===== config.mk =====
export PLATFORM = sky130hd
export DESIGN_NAME = core_top
export DESIGN_NICKNAME = d
export VERILOG_FILES = /design/src/rtl/core_isa_pkg.sv /design/src/rtl/core_pipe_pkg.sv /design/src/rtl/regfile.sv /design/src/rtl/operand_select.sv /design/src/rtl/alu.sv /design/src/rtl/div_ctrl.sv /design/src/rtl/div_datapath.sv /design/src/rtl/exe_pipe.sv /design/src/rtl/core_top.sv
export SDC_FILE = /design/constraint.sdc
export NUM_CORES = 2
export LEC_CHECK = 0
export ABC_AREA = 1
export BUFFER_PORTS_ARGS = -buffer_cell sky130_fd_sc_hd__clkbuf_2
export CAP_MARGIN = 20
export CORE_UTILIZATION = 50
export CTS_CLUSTER_DIAMETER = 80
export CTS_CLUSTER_SIZE = 28
export DETAILED_ROUTE_END_ITERATION = 10
export PLACE_DENSITY_LB_ADDON = 0.25
export SYNTH_ARGS = -nofsm -noshare
export SYNTH_HDL_FRONTEND = slang
export SYNTH_SLANG_ARGS = --single-unit

===== constraint.sdc =====
create_clock -name clk -period 11.35 [get_ports clk]
set_clock_uncertainty 0.15 [all_clocks]
set_input_delay 3.405 -clock clk [delete_from_list [all_inputs] [get_ports clk]]
set_output_delay 3.405 -clock clk [all_outputs]
set_load 0.03 [all_outputs]

===== src/rtl/core_isa_pkg.sv =====
package core_isa_pkg;

    // datapath and register index widths
    localparam int XLEN   = 32;
    localparam int REG_AW = 5;

    typedef enum logic [0:0] {
        UNIT_ALU = 1'b0,
        UNIT_DIV = 1'b1
    } exe_unit_e;

    typedef enum logic [4:0] {
        ALU_ADD    = 5'd0,
        ALU_SUB    = 5'd1,
        ALU_SLT    = 5'd2,
        ALU_SLTU   = 5'd3,
        ALU_AND    = 5'd4,
        ALU_OR     = 5'd5,
        ALU_NOR    = 5'd6,
        ALU_XOR    = 5'd7,
        ALU_SLL    = 5'd8,
        ALU_SRL    = 5'd9,
        ALU_SRA    = 5'd10,
        ALU_PASS_B = 5'd11
    } alu_op_e;

    // divider view of the sub-operation field
    typedef struct packed {
        logic [2:0] pad;
        logic       is_unsigned;
        logic       is_mod;
    } div_op_t;

    // alu view when unit is ALU, div view when unit is DIV
    typedef union packed {
        alu_op_e alu;
        div_op_t div;
    } sub_op_u;

    typedef enum logic [0:0] {
        SRC1_RJ = 1'b0,
        SRC1_PC = 1'b1
    } src1_sel_e;

    typedef enum logic [1:0] {
        SRC2_RK   = 2'd0,
        SRC2_IMM  = 2'd1,
        SRC2_FOUR = 2'd2
    } src2_sel_e;

endpackage


===== src/rtl/core_pipe_pkg.sv =====
package core_pipe_pkg;

    // one decoded operation as presented by the source
    typedef struct packed {
        logic [core_isa_pkg::XLEN-1:0]   pc;
        core_isa_pkg::exe_unit_e         unit;
        core_isa_pkg::sub_op_u           sub;
        core_isa_pkg::src1_sel_e         src1;
        core_isa_pkg::src2_sel_e         src2;
        logic [core_isa_pkg::REG_AW-1:0] rj;
        logic [core_isa_pkg::REG_AW-1:0] rk;
        logic [core_isa_pkg::REG_AW-1:0] rd;
        logic [core_isa_pkg::XLEN-1:0]   imm;
        logic                            wen;
    } issue_op_t;

    // X0 stage contents
    typedef struct packed {
        logic      valid;
        issue_op_t op;
    } stage_x0_t;

    // X1 and WB carry only what retirement needs
    typedef struct packed {
        logic                            valid;
        logic [core_isa_pkg::XLEN-1:0]   pc;
        logic [core_isa_pkg::REG_AW-1:0] rd;
        logic                            wen;
        logic [core_isa_pkg::XLEN-1:0]   result;
    } stage_res_t;

    // writeback debug bundle, byte enables replicated
    typedef struct packed {
        logic [core_isa_pkg::XLEN-1:0]   pc;
        logic [3:0]                      rf_wen;
        logic [core_isa_pkg::REG_AW-1:0] rf_wnum;
        logic [core_isa_pkg::XLEN-1:0]   rf_wdata;
    } wb_debug_t;

endpackage


===== src/rtl/regfile.sv =====
`timescale 1ns/1ps

module regfile (
    input  logic                            clk,
    input  logic                            rstn,
    input  logic [core_isa_pkg::REG_AW-1:0] rj,
    input  logic [core_isa_pkg::REG_AW-1:0] rk,
    input  core_pipe_pkg::stage_res_t       wb,
    output logic [core_isa_pkg::XLEN-1:0]   rj_data,
    output logic [core_isa_pkg::XLEN-1:0]   rk_data
);

    localparam int NREG = 2 ** core_isa_pkg::REG_AW;

    // r0 has no storage
    logic [core_isa_pkg::XLEN-1:0] regs [1:NREG-1];
    logic                          wr_en;

    assign wr_en = wb.valid && wb.wen && (wb.rd != '0);

    always_ff @(posedge clk or negedge rstn) begin
        if (!rstn) begin
            for (int i = 1; i < NREG; i++) begin
                regs[i] <= '0;
            end
        end else if (wr_en) begin
            regs[wb.rd] <= wb.result;
        end
    end

    // combinational reads
    assign rj_data = (rj == '0) ? '0 : regs[rj];
    assign rk_data = (rk == '0) ? '0 : regs[rk];

endmodule


===== src/rtl/operand_select.sv =====
`timescale 1ns/1ps

module operand_select (
    input  core_pipe_pkg::stage_x0_t      x0,
    input  core_pipe_pkg::stage_res_t     x1,
    input  core_pipe_pkg::stage_res_t     wb,
    input  logic [core_isa_pkg::XLEN-1:0] rj_data,
    input  logic [core_isa_pkg::XLEN-1:0] rk_data,
    output logic [core_isa_pkg::XLEN-1:0] src_a,
    output logic [core_isa_pkg::XLEN-1:0] src_b,
    output logic [core_isa_pkg::XLEN-1:0] rj_val,
    output logic [core_isa_pkg::XLEN-1:0] rk_val
);

    // youngest producer wins, r0 is always zero
    function automatic logic [core_isa_pkg::XLEN-1:0] fwd(
        input logic [core_isa_pkg::REG_AW-1:0] idx,
        input logic [core_isa_pkg::XLEN-1:0]   rf_val,
        input core_pipe_pkg::stage_res_t       s_x1,
        input core_pipe_pkg::stage_res_t       s_wb
    );
        if (idx == '0) begin
            fwd = '0;
        end else if (s_x1.valid && s_x1.wen && (s_x1.rd == idx)) begin
            fwd = s_x1.result;
        end else if (s_wb.valid && s_wb.wen && (s_wb.rd == idx)) begin
            fwd = s_wb.result;
        end else begin
            fwd = rf_val;
        end
    endfunction

    assign rj_val = fwd(x0.op.rj, rj_data, x1, wb);
    assign rk_val = fwd(x0.op.rk, rk_data, x1, wb);

    always_comb begin
        case (x0.op.src1)
            core_isa_pkg::SRC1_PC: src_a = x0.op.pc;
            default:               src_a = rj_val;
        endcase
    end

    always_comb begin
        case (x0.op.src2)
            core_isa_pkg::SRC2_RK:   src_b = rk_val;
            core_isa_pkg::SRC2_IMM:  src_b = x0.op.imm;
            core_isa_pkg::SRC2_FOUR: src_b = core_isa_pkg::XLEN'(4);
            default:                 src_b = '0;
        endcase
    end

endmodule


===== src/rtl/alu.sv =====
`timescale 1ns/1ps

module alu (
    input  core_isa_pkg::alu_op_e         op,
    input  logic [core_isa_pkg::XLEN-1:0] a,
    input  logic [core_isa_pkg::XLEN-1:0] b,
    output logic [core_isa_pkg::XLEN-1:0] result
);

    logic [4:0] shamt;
    logic       lt_s;
    logic       lt_u;

    // shift amount from the low bits of b only
    assign shamt = b[4:0];
    assign lt_s  = $signed(a) < $signed(b);
    assign lt_u  = a < b;

    always_comb begin
        case (op)
            core_isa_pkg::ALU_ADD:    result = a + b;
            core_isa_pkg::ALU_SUB:    result = a - b;
            core_isa_pkg::ALU_SLT:    result = {{(core_isa_pkg::XLEN-1){1'b0}}, lt_s};
            core_isa_pkg::ALU_SLTU:   result = {{(core_isa_pkg::XLEN-1){1'b0}}, lt_u};
            core_isa_pkg::ALU_AND:    result = a & b;
            core_isa_pkg::ALU_OR:     result = a | b;
            core_isa_pkg::ALU_NOR:    result = ~(a | b);
            core_isa_pkg::ALU_XOR:    result = a ^ b;
            core_isa_pkg::ALU_SLL:    result = a << shamt;
            core_isa_pkg::ALU_SRL:    result = a >> shamt;
            core_isa_pkg::ALU_SRA:    result = $signed(a) >>> shamt;
            core_isa_pkg::ALU_PASS_B: result = b;
            default:                  result = '0;
        endcase
    end

endmodule


===== src/rtl/div_ctrl.sv =====
`timescale 1ns/1ps

module div_ctrl #(
    parameter int WIDTH = 32
) (
    input  logic                     clk,
    input  logic                     rstn,
    input  core_pipe_pkg::stage_x0_t x0,
    output logic                     start,
    output logic                     step,
    output logic                     stall,
    output logic                     div_sel
);

    localparam int CNT_W = $clog2(WIDTH + 1);

    typedef enum logic [1:0] {
        IDLE,
        RUN,
        DONE
    } state_e;

    state_e           state;
    logic [CNT_W-1:0] cnt;
    logic             div_op;

    // only place where the unit field is decoded
    assign div_op  = x0.valid && (x0.op.unit == core_isa_pkg::UNIT_DIV);
    assign div_sel = div_op;

    assign start = (state == IDLE) && div_op;
    assign step  = (state == RUN);
    // released in DONE so X0 can advance with the result
    assign stall = div_op && (state != DONE);

    always_ff @(posedge clk or negedge rstn) begin
        if (!rstn) begin
            state <= IDLE;
            cnt   <= '0;
        end else begin
            case (state)
                IDLE: begin
                    if (start) begin
                        state <= RUN;
                        cnt   <= CNT_W'(WIDTH);
                    end
                end
                RUN: begin
                    cnt <= cnt - 1'b1;
                    // last iteration
                    if (cnt == CNT_W'(1)) begin
                        state <= DONE;
                    end
                end
                default: begin
                    state <= IDLE;
                end
            endcase
        end
    end

endmodule


===== src/rtl/div_datapath.sv =====
`timescale 1ns/1ps

module div_datapath #(
    parameter int WIDTH = 32
) (
    input  logic                  clk,
    input  logic                  rstn,
    input  logic                  start,
    input  logic                  step,
    input  core_isa_pkg::div_op_t sub,
    input  logic [WIDTH-1:0]      dividend,
    input  logic [WIDTH-1:0]      divisor,
    output logic [WIDTH-1:0]      result
);

    logic             a_neg;
    logic             b_neg;
    logic [WIDTH-1:0] a_mag;
    logic [WIDTH-1:0] b_mag;
    logic [WIDTH-1:0] quo;
    logic [WIDTH-1:0] rem;
    logic [WIDTH-1:0] dvs;
    logic [WIDTH:0]   shifted;
    logic [WIDTH:0]   diff;
    logic             neg_q;
    logic             neg_r;
    logic             div_zero;
    logic             is_mod;
    logic [WIDTH-1:0] q_out;
    logic [WIDTH-1:0] r_out;

    // operand magnitudes, signed ops only
    assign a_neg = !sub.is_unsigned && dividend[WIDTH-1];
    assign b_neg = !sub.is_unsigned && divisor[WIDTH-1];
    assign a_mag = a_neg ? -dividend : dividend;
    assign b_mag = b_neg ? -divisor : divisor;

    // one restoring step: shift in next dividend bit, trial subtract
    assign shifted = {rem, quo[WIDTH-1]};
    assign diff    = shifted - {1'b0, dvs};

    always_ff @(posedge clk or negedge rstn) begin
        if (!rstn) begin
            neg_q    <= 1'b0;
            neg_r    <= 1'b0;
            div_zero <= 1'b0;
            is_mod   <= 1'b0;
        end else if (start) begin
            neg_q    <= a_neg ^ b_neg;
            neg_r    <= a_neg;
            div_zero <= (divisor == '0);
            is_mod   <= sub.is_mod;
        end
    end

    // quo doubles as the dividend shift register
    always_ff @(posedge clk) begin
        if (start) begin
            quo <= a_mag;
            rem <= '0;
            dvs <= b_mag;
        end else if (step) begin
            if (!diff[WIDTH]) begin
                rem <= diff[WIDTH-1:0];
                quo <= {quo[WIDTH-2:0], 1'b1};
            end else begin
                rem <= shifted[WIDTH-1:0];
                quo <= {quo[WIDTH-2:0], 1'b0};
            end
        end
    end

    // truncating division, remainder follows dividend sign
    // divide by zero leaves rem = |dividend|, so sign fix restores the dividend
    assign q_out  = div_zero ? '1 : (neg_q ? -quo : quo);
    assign r_out  = neg_r ? -rem : rem;
    assign result = is_mod ? r_out : q_out;

endmodule


===== src/rtl/exe_pipe.sv =====
`timescale 1ns/1ps

module exe_pipe (
    input  logic                          clk,
    input  logic                          rstn,
    input  logic                          op_valid,
    input  core_pipe_pkg::issue_op_t      op,
    input  logic                          stall,
    input  logic                          div_sel,
    input  logic [core_isa_pkg::XLEN-1:0] alu_result,
    input  logic [core_isa_pkg::XLEN-1:0] div_result,
    output core_pipe_pkg::stage_x0_t      x0,
    output core_pipe_pkg::stage_res_t     x1,
    output core_pipe_pkg::stage_res_t     wb
);

    logic [core_isa_pkg::XLEN-1:0] x1_result;

    assign x1_result = div_sel ? div_result : alu_result;

    // X0 holds while the divider is busy
    always_ff @(posedge clk or negedge rstn) begin
        if (!rstn) begin
            x0 <= '0;
        end else if (!stall) begin
            x0.valid <= op_valid;
            x0.op    <= op;
        end
    end

    always_ff @(posedge clk or negedge rstn) begin
        if (!rstn) begin
            x1 <= '0;
        end else if (stall) begin
            // bubble, payload left as is
            x1.valid <= 1'b0;
        end else begin
            x1.valid  <= x0.valid;
            x1.pc     <= x0.op.pc;
            x1.rd     <= x0.op.rd;
            x1.wen    <= x0.op.wen;
            x1.result <= x1_result;
        end
    end

    // WB always drains
    always_ff @(posedge clk or negedge rstn) begin
        if (!rstn) begin
            wb <= '0;
        end else begin
            wb <= x1;
        end
    end

endmodule


===== src/rtl/core_top.sv =====
`timescale 1ns/1ps

module core_top (
    input  logic                     clk,
    input  logic                     rstn,
    input  logic                     op_valid,
    input  core_pipe_pkg::issue_op_t op,
    output logic                     stall,
    output core_pipe_pkg::wb_debug_t wb_dbg
);

    localparam int DIV_WIDTH = core_isa_pkg::XLEN;

    core_pipe_pkg::stage_x0_t      x0;
    core_pipe_pkg::stage_res_t     x1;
    core_pipe_pkg::stage_res_t     wb;
    logic [core_isa_pkg::XLEN-1:0] rj_data;
    logic [core_isa_pkg::XLEN-1:0] rk_data;
    logic [core_isa_pkg::XLEN-1:0] src_a;
    logic [core_isa_pkg::XLEN-1:0] src_b;
    logic [core_isa_pkg::XLEN-1:0] rj_val;
    logic [core_isa_pkg::XLEN-1:0] rk_val;
    logic [core_isa_pkg::XLEN-1:0] alu_result;
    logic [core_isa_pkg::XLEN-1:0] div_result;
    logic                          start;
    logic                          step;
    logic                          div_sel;

    exe_pipe u_exe_pipe (
        .clk        (clk),
        .rstn       (rstn),
        .op_valid   (op_valid),
        .op         (op),
        .stall      (stall),
        .div_sel    (div_sel),
        .alu_result (alu_result),
        .div_result (div_result),
        .x0         (x0),
        .x1         (x1),
        .wb         (wb)
    );

    regfile u_regfile (
        .clk     (clk),
        .rstn    (rstn),
        .rj      (x0.op.rj),
        .rk      (x0.op.rk),
        .wb      (wb),
        .rj_data (rj_data),
        .rk_data (rk_data)
    );

    operand_select u_operand_select (
        .x0      (x0),
        .x1      (x1),
        .wb      (wb),
        .rj_data (rj_data),
        .rk_data (rk_data),
        .src_a   (src_a),
        .src_b   (src_b),
        .rj_val  (rj_val),
        .rk_val  (rk_val)
    );

    alu u_alu (
        .op     (x0.op.sub.alu),
        .a      (src_a),
        .b      (src_b),
        .result (alu_result)
    );

    div_ctrl #(
        .WIDTH (DIV_WIDTH)
    ) u_div_ctrl (
        .clk     (clk),
        .rstn    (rstn),
        .x0      (x0),
        .start   (start),
        .step    (step),
        .stall   (stall),
        .div_sel (div_sel)
    );

    div_datapath #(
        .WIDTH (DIV_WIDTH)
    ) u_div_datapath (
        .clk      (clk),
        .rstn     (rstn),
        .start    (start),
        .step     (step),
        .sub      (x0.op.sub.div),
        .dividend (rj_val),
        .divisor  (rk_val),
        .result   (div_result)
    );

    // debug view of the retiring write
    assign wb_dbg.pc       = wb.pc;
    assign wb_dbg.rf_wen   = {4{wb.valid && wb.wen && (wb.rd != '0)}};
    assign wb_dbg.rf_wnum  = wb.rd;
    assign wb_dbg.rf_wdata = wb.result;

endmodule


==> summary.txt <==
Route
  – # DRC: 0
  – Met1 Routed Length: 150100 um
  – Met3 WL post-DR: approximately 47000 um
  – Pre-Repair DR Iteration Count: 8
  – Max Used Layer: met5
  – Via-to-Cell Ratio: 6.329
  – Vias: 88090
  – Final WL: 370500 um
  – Antenna Nets Post-Route: 0
  – Routed wl met2: 149400 um
  – Drt wl/cell: 26.62 um
  – 1st-iter DRT viols: 13560

Floorplan
  – Core footprint: approximately 170000 sq um
  – Boundary pin count: 166
  – Row count: between 150 and 200
  – Die ar.: 172700 sq um
  – Die Y: a little over 400 um
  – Starting density of the core: 50.41%
  – Die width: 415.6 um

Logic synthesis
  – Ys Warns: 0
  – Multiplexer share of the synthesized area: less than 1%
  – Cells after Synth: 12200
  – Syn_nets: ~12000
  – Post-synthesis xor/xnor area fraction: less than 1%
  – Post-synth EDFFs: 64
  – Largest family of logic cells by synthesized area: simple AND/OR/NAND/NOR gates
  – Syn Area/Cell: 7.012 sq um
  – Fraction of registers with async set or reset after synthesis: 92.79%
  – Mapped cell area: between 80000 and 90000 sq um
  – Simple-gate share of the synthesized area: 26.24%
  – Cell variety after synth: 66
  – Sequential fraction of the synthesis area: roughly two fifths
  – Main flop type after synthesis: dfrtp_1
  – Yosys reg bits: 1332
  – Compound-Gate Fraction of Synth Area: 19.63%
  – Synth Area in Adders: 2.162%

STA
  – Final hold slack: 0.1937 ns
  – Max-slew violation count: 0
  – Final Setup Violations: 0
  – Fmax: 0.1200 GHz
  – Final Hold Fails: 0
  – RSZ-0062 raised after global routing: no
  – Rel. slew slack: 13.23%
  – Post-route setup TNS: 0 ns
  – Tmin final: 8.335 ns
  – Tcrit/Tclk final: 73.44%
  – Worst-Margin Slew: 1.288 ns

Global routing
  – GRT Overall Usage: 41.69%
  – Gr ovfl total: 0
  – First-pass GRT wire length: 538300 um
  – Initial antenna violation count: 8
  – Largest net degree at the start of global routing: around 230
  – Vias in the first global route: ~80000

CTS
  – Post-cts sizing count: 0
  – CTS sink cnt: 1332
  – Clock-pin slew on the worst setup and hold paths: 0.12 ns
  – Max clock buf depth: 3
  – CTS Hold Bufs: 0
  – TritonCTS clock tree: yes
  – Root Driver: clkbuf_16
  – CTS H-tree depth: 3
  – Post-CTS setup buffer count: 0
  – Num CTS Buffers: 89
  – Clk Latency, worst-skew pair: between 0.8 and 0.9 ns

Worst setup path
  – CP Class: reg -> reg
  – CP required: around 12 ns
  – Crit end category: register
  – FF-to-FF path depth: 27
  – Data arrival time of the worst path: 8.87 ns
  – Startpoint Class: register
  – Crit path max fanout: 97

Final layout
  – Fill cell count: 16820
  – Final core utilization: 52.52%
  – Share of cells above drive strength 1: under 10%
  – Nets: 11870
  – Most frequent cells in the layout: nand2_1 (2875), o21ai_0 (1734), nand3_1 (1617)
  – Synth-to-Final Area Change: 4.193%
  – Most common cell after layout, fill and taps aside: nand2_1

Place
  – Final weighted congestion in routability-driven placement: 1.099
  – PortBufs: about 170
  – Hpwl dp: 241300 um

Flow run
  – MaxCap Viol Count: 0

Outcome
  – Outcome: finished, final reports clean

Worst hold path
  – Worst hold path depth: 0
  – Hold Crit Class: reg -> reg
path summary, 6_finish.rpt:
path                                         from                  end  slack (ns)
min in group asynchronous                    rstn  u_regfile.regs[424]        2.48
worst max-delay path            u_exe_pipe.x0[38]    u_exe_pipe.x1[31]        3.02
max in group asynchronous                    rstn    u_exe_pipe.x0[45]        6.35
worst min register to register  u_exe_pipe.x1[60]    u_exe_pipe.wb[60]        0.19
worst min-delay path            u_exe_pipe.x1[60]    u_exe_pipe.wb[60]        0.19
worst max register to register  u_exe_pipe.x0[38]    u_exe_pipe.x1[31]        3.02
cell families (layout without fill, tap and decap cells):
kind of cell | after synthesis | after routing
compound gates | 3145 | 3145
xor+xnor | 95 | 95
fa+ha+maj | 146 | 146
buf+inv | 2221 | 1722
flops | 1332 | 1332
mux | 30 | 30
other cells | 0 | 2
simple gates | 5228 | 5228
layer usage:
| layer | global-route usage [%] | up-vias |
|---|---|---|
| met4 | 23.37 | 4 |
| met1 | 58.26 | 42020 |
| li1 | - | 39160 |
| met5 | 0 | - |
| met3 | 11.19 | 1064 |
| met2 | 58.01 | 5851 |
flip-flops by register name, summed over array words and instances, names as in the netlist:
signal	count
u_div_datapath.neg_q	1
u_div_datapath.dvs	32
u_exe_pipe.x0	90
u_div_datapath.neg_r	1
u_exe_pipe.x1	71
u_div_ctrl.cnt	6
u_div_datapath.quo	32
u_div_datapath.rem	32
u_regfile.regs	992
u_div_datapath.div_zero	1
u_div_datapath.is_mod	1
u_exe_pipe.wb	71
u_div_ctrl.state	2
worst max-delay path, stage by stage, from the launching register on:
cell and delay (ns):
dfrtp_4 0.68, buf_4 0.85, buf_4 0.94, o21ai_0 0.23, nand3_1 0.13, nand3_1 0.10, nand3_1 0.12, nand3_1 0.10
o211ai_1 0.25, nand2_1 0.51, inv_1 0.25, nand2_1 0.13, o21ai_0 0.40, inv_1 0.18, ha_1 0.58, inv_1 0.17
a21oi_1 0.37, o21ai_0 0.16, a21oi_1 0.18, inv_1 0.10, a221oi_1 0.33, nand2_1 0.17, o21ai_0 0.30, o21ai_0 0.19
nor2_1 0.12, nand3_1 0.17, nand2_1 0.10, a21oi_1 0.07
per-stage QoR:
stage / instance area (sq um) / std cells / worst slack [ns]
6_report: 89110 / 13920 / 3.015
5_1_grt: 89110 / 13920 / 2.654
4_1_cts: 89030 / 13910 / 3.403
3_5_place_dp: 85680 / 13750 / 3.471
3_3_place_gp: 85650 / 13740 / 2.981
2_1_floorplan: 85530 / 12200 / 6.188
area by class of cell:
type / instances / area (sq um) / area share, %
tap: 2218 / 2775 / 3.114
sequential: 1332 / 33520 / 37.62
clock inverter: 64 / 1045 / 1.172
clock buffer: 98 / 2301 / 2.582
inverter: 1228 / 4674 / 5.246
multi-input combinational: 8644 / 42490 / 47.68
antenna: 2 / 5.005 / 0.005616
timing repair buffer: 332 / 2301 / 2.582
cell usage after synthesis (7+ instances only):
master / instances / area (sq um)
edfxtp_1: 64 / 1922
o31ai_1: 12 / 90.09
buf_2: 261 / 1306
nand3_1: 1627 / 8143
or2_2: 91 / 569.3
o21a_1: 7 / 52.55
o21ai_2: 8 / 70.07
ha_1: 143 / 1789
o211ai_2: 8 / 100.1
xor2_1: 59 / 516.8
dfxtp_1: 32 / 640.6
a31oi_1: 25 / 156.4
o21bai_1: 10 / 75.07
and2_1: 7 / 43.79
inv_1: 1189 / 4463
nor3_1: 62 / 310.3
nor2_1: 408 / 1531
o2111ai_1: 7 / 61.31
o21ai_0: 1735 / 8683
a221oi_1: 31 / 271.5
o22ai_1: 43 / 269.0
nor2_2: 10 / 62.56
o211ai_1: 205 / 1539
buf_6: 67 / 754.5
or2_1: 12 / 75.07
o21ai_1: 172 / 860.8
mux2i_1: 30 / 300.3
a2111oi_0: 7 / 61.31
clkinv_1: 10 / 37.54
a21oi_1: 841 / 4209
nand2_1: 2899 / 10880
nand3b_1: 11 / 82.58
nor4_1: 15 / 93.84
o221ai_1: 10 / 87.58
buf_4: 171 / 1284
xnor2_1: 36 / 315.3
nand4_1: 39 / 244.0
inv_2: 23 / 86.33
nand2_2: 15 / 93.84
or2_0: 13 / 81.33
clkbuf_1: 449 / 1685
buf_1: 45 / 168.9
dfrtp_1: 1236 / 30930
Power is not shown: default switching activity piles up to over one toggle a cycle in this logic, so the estimate is an artifact.
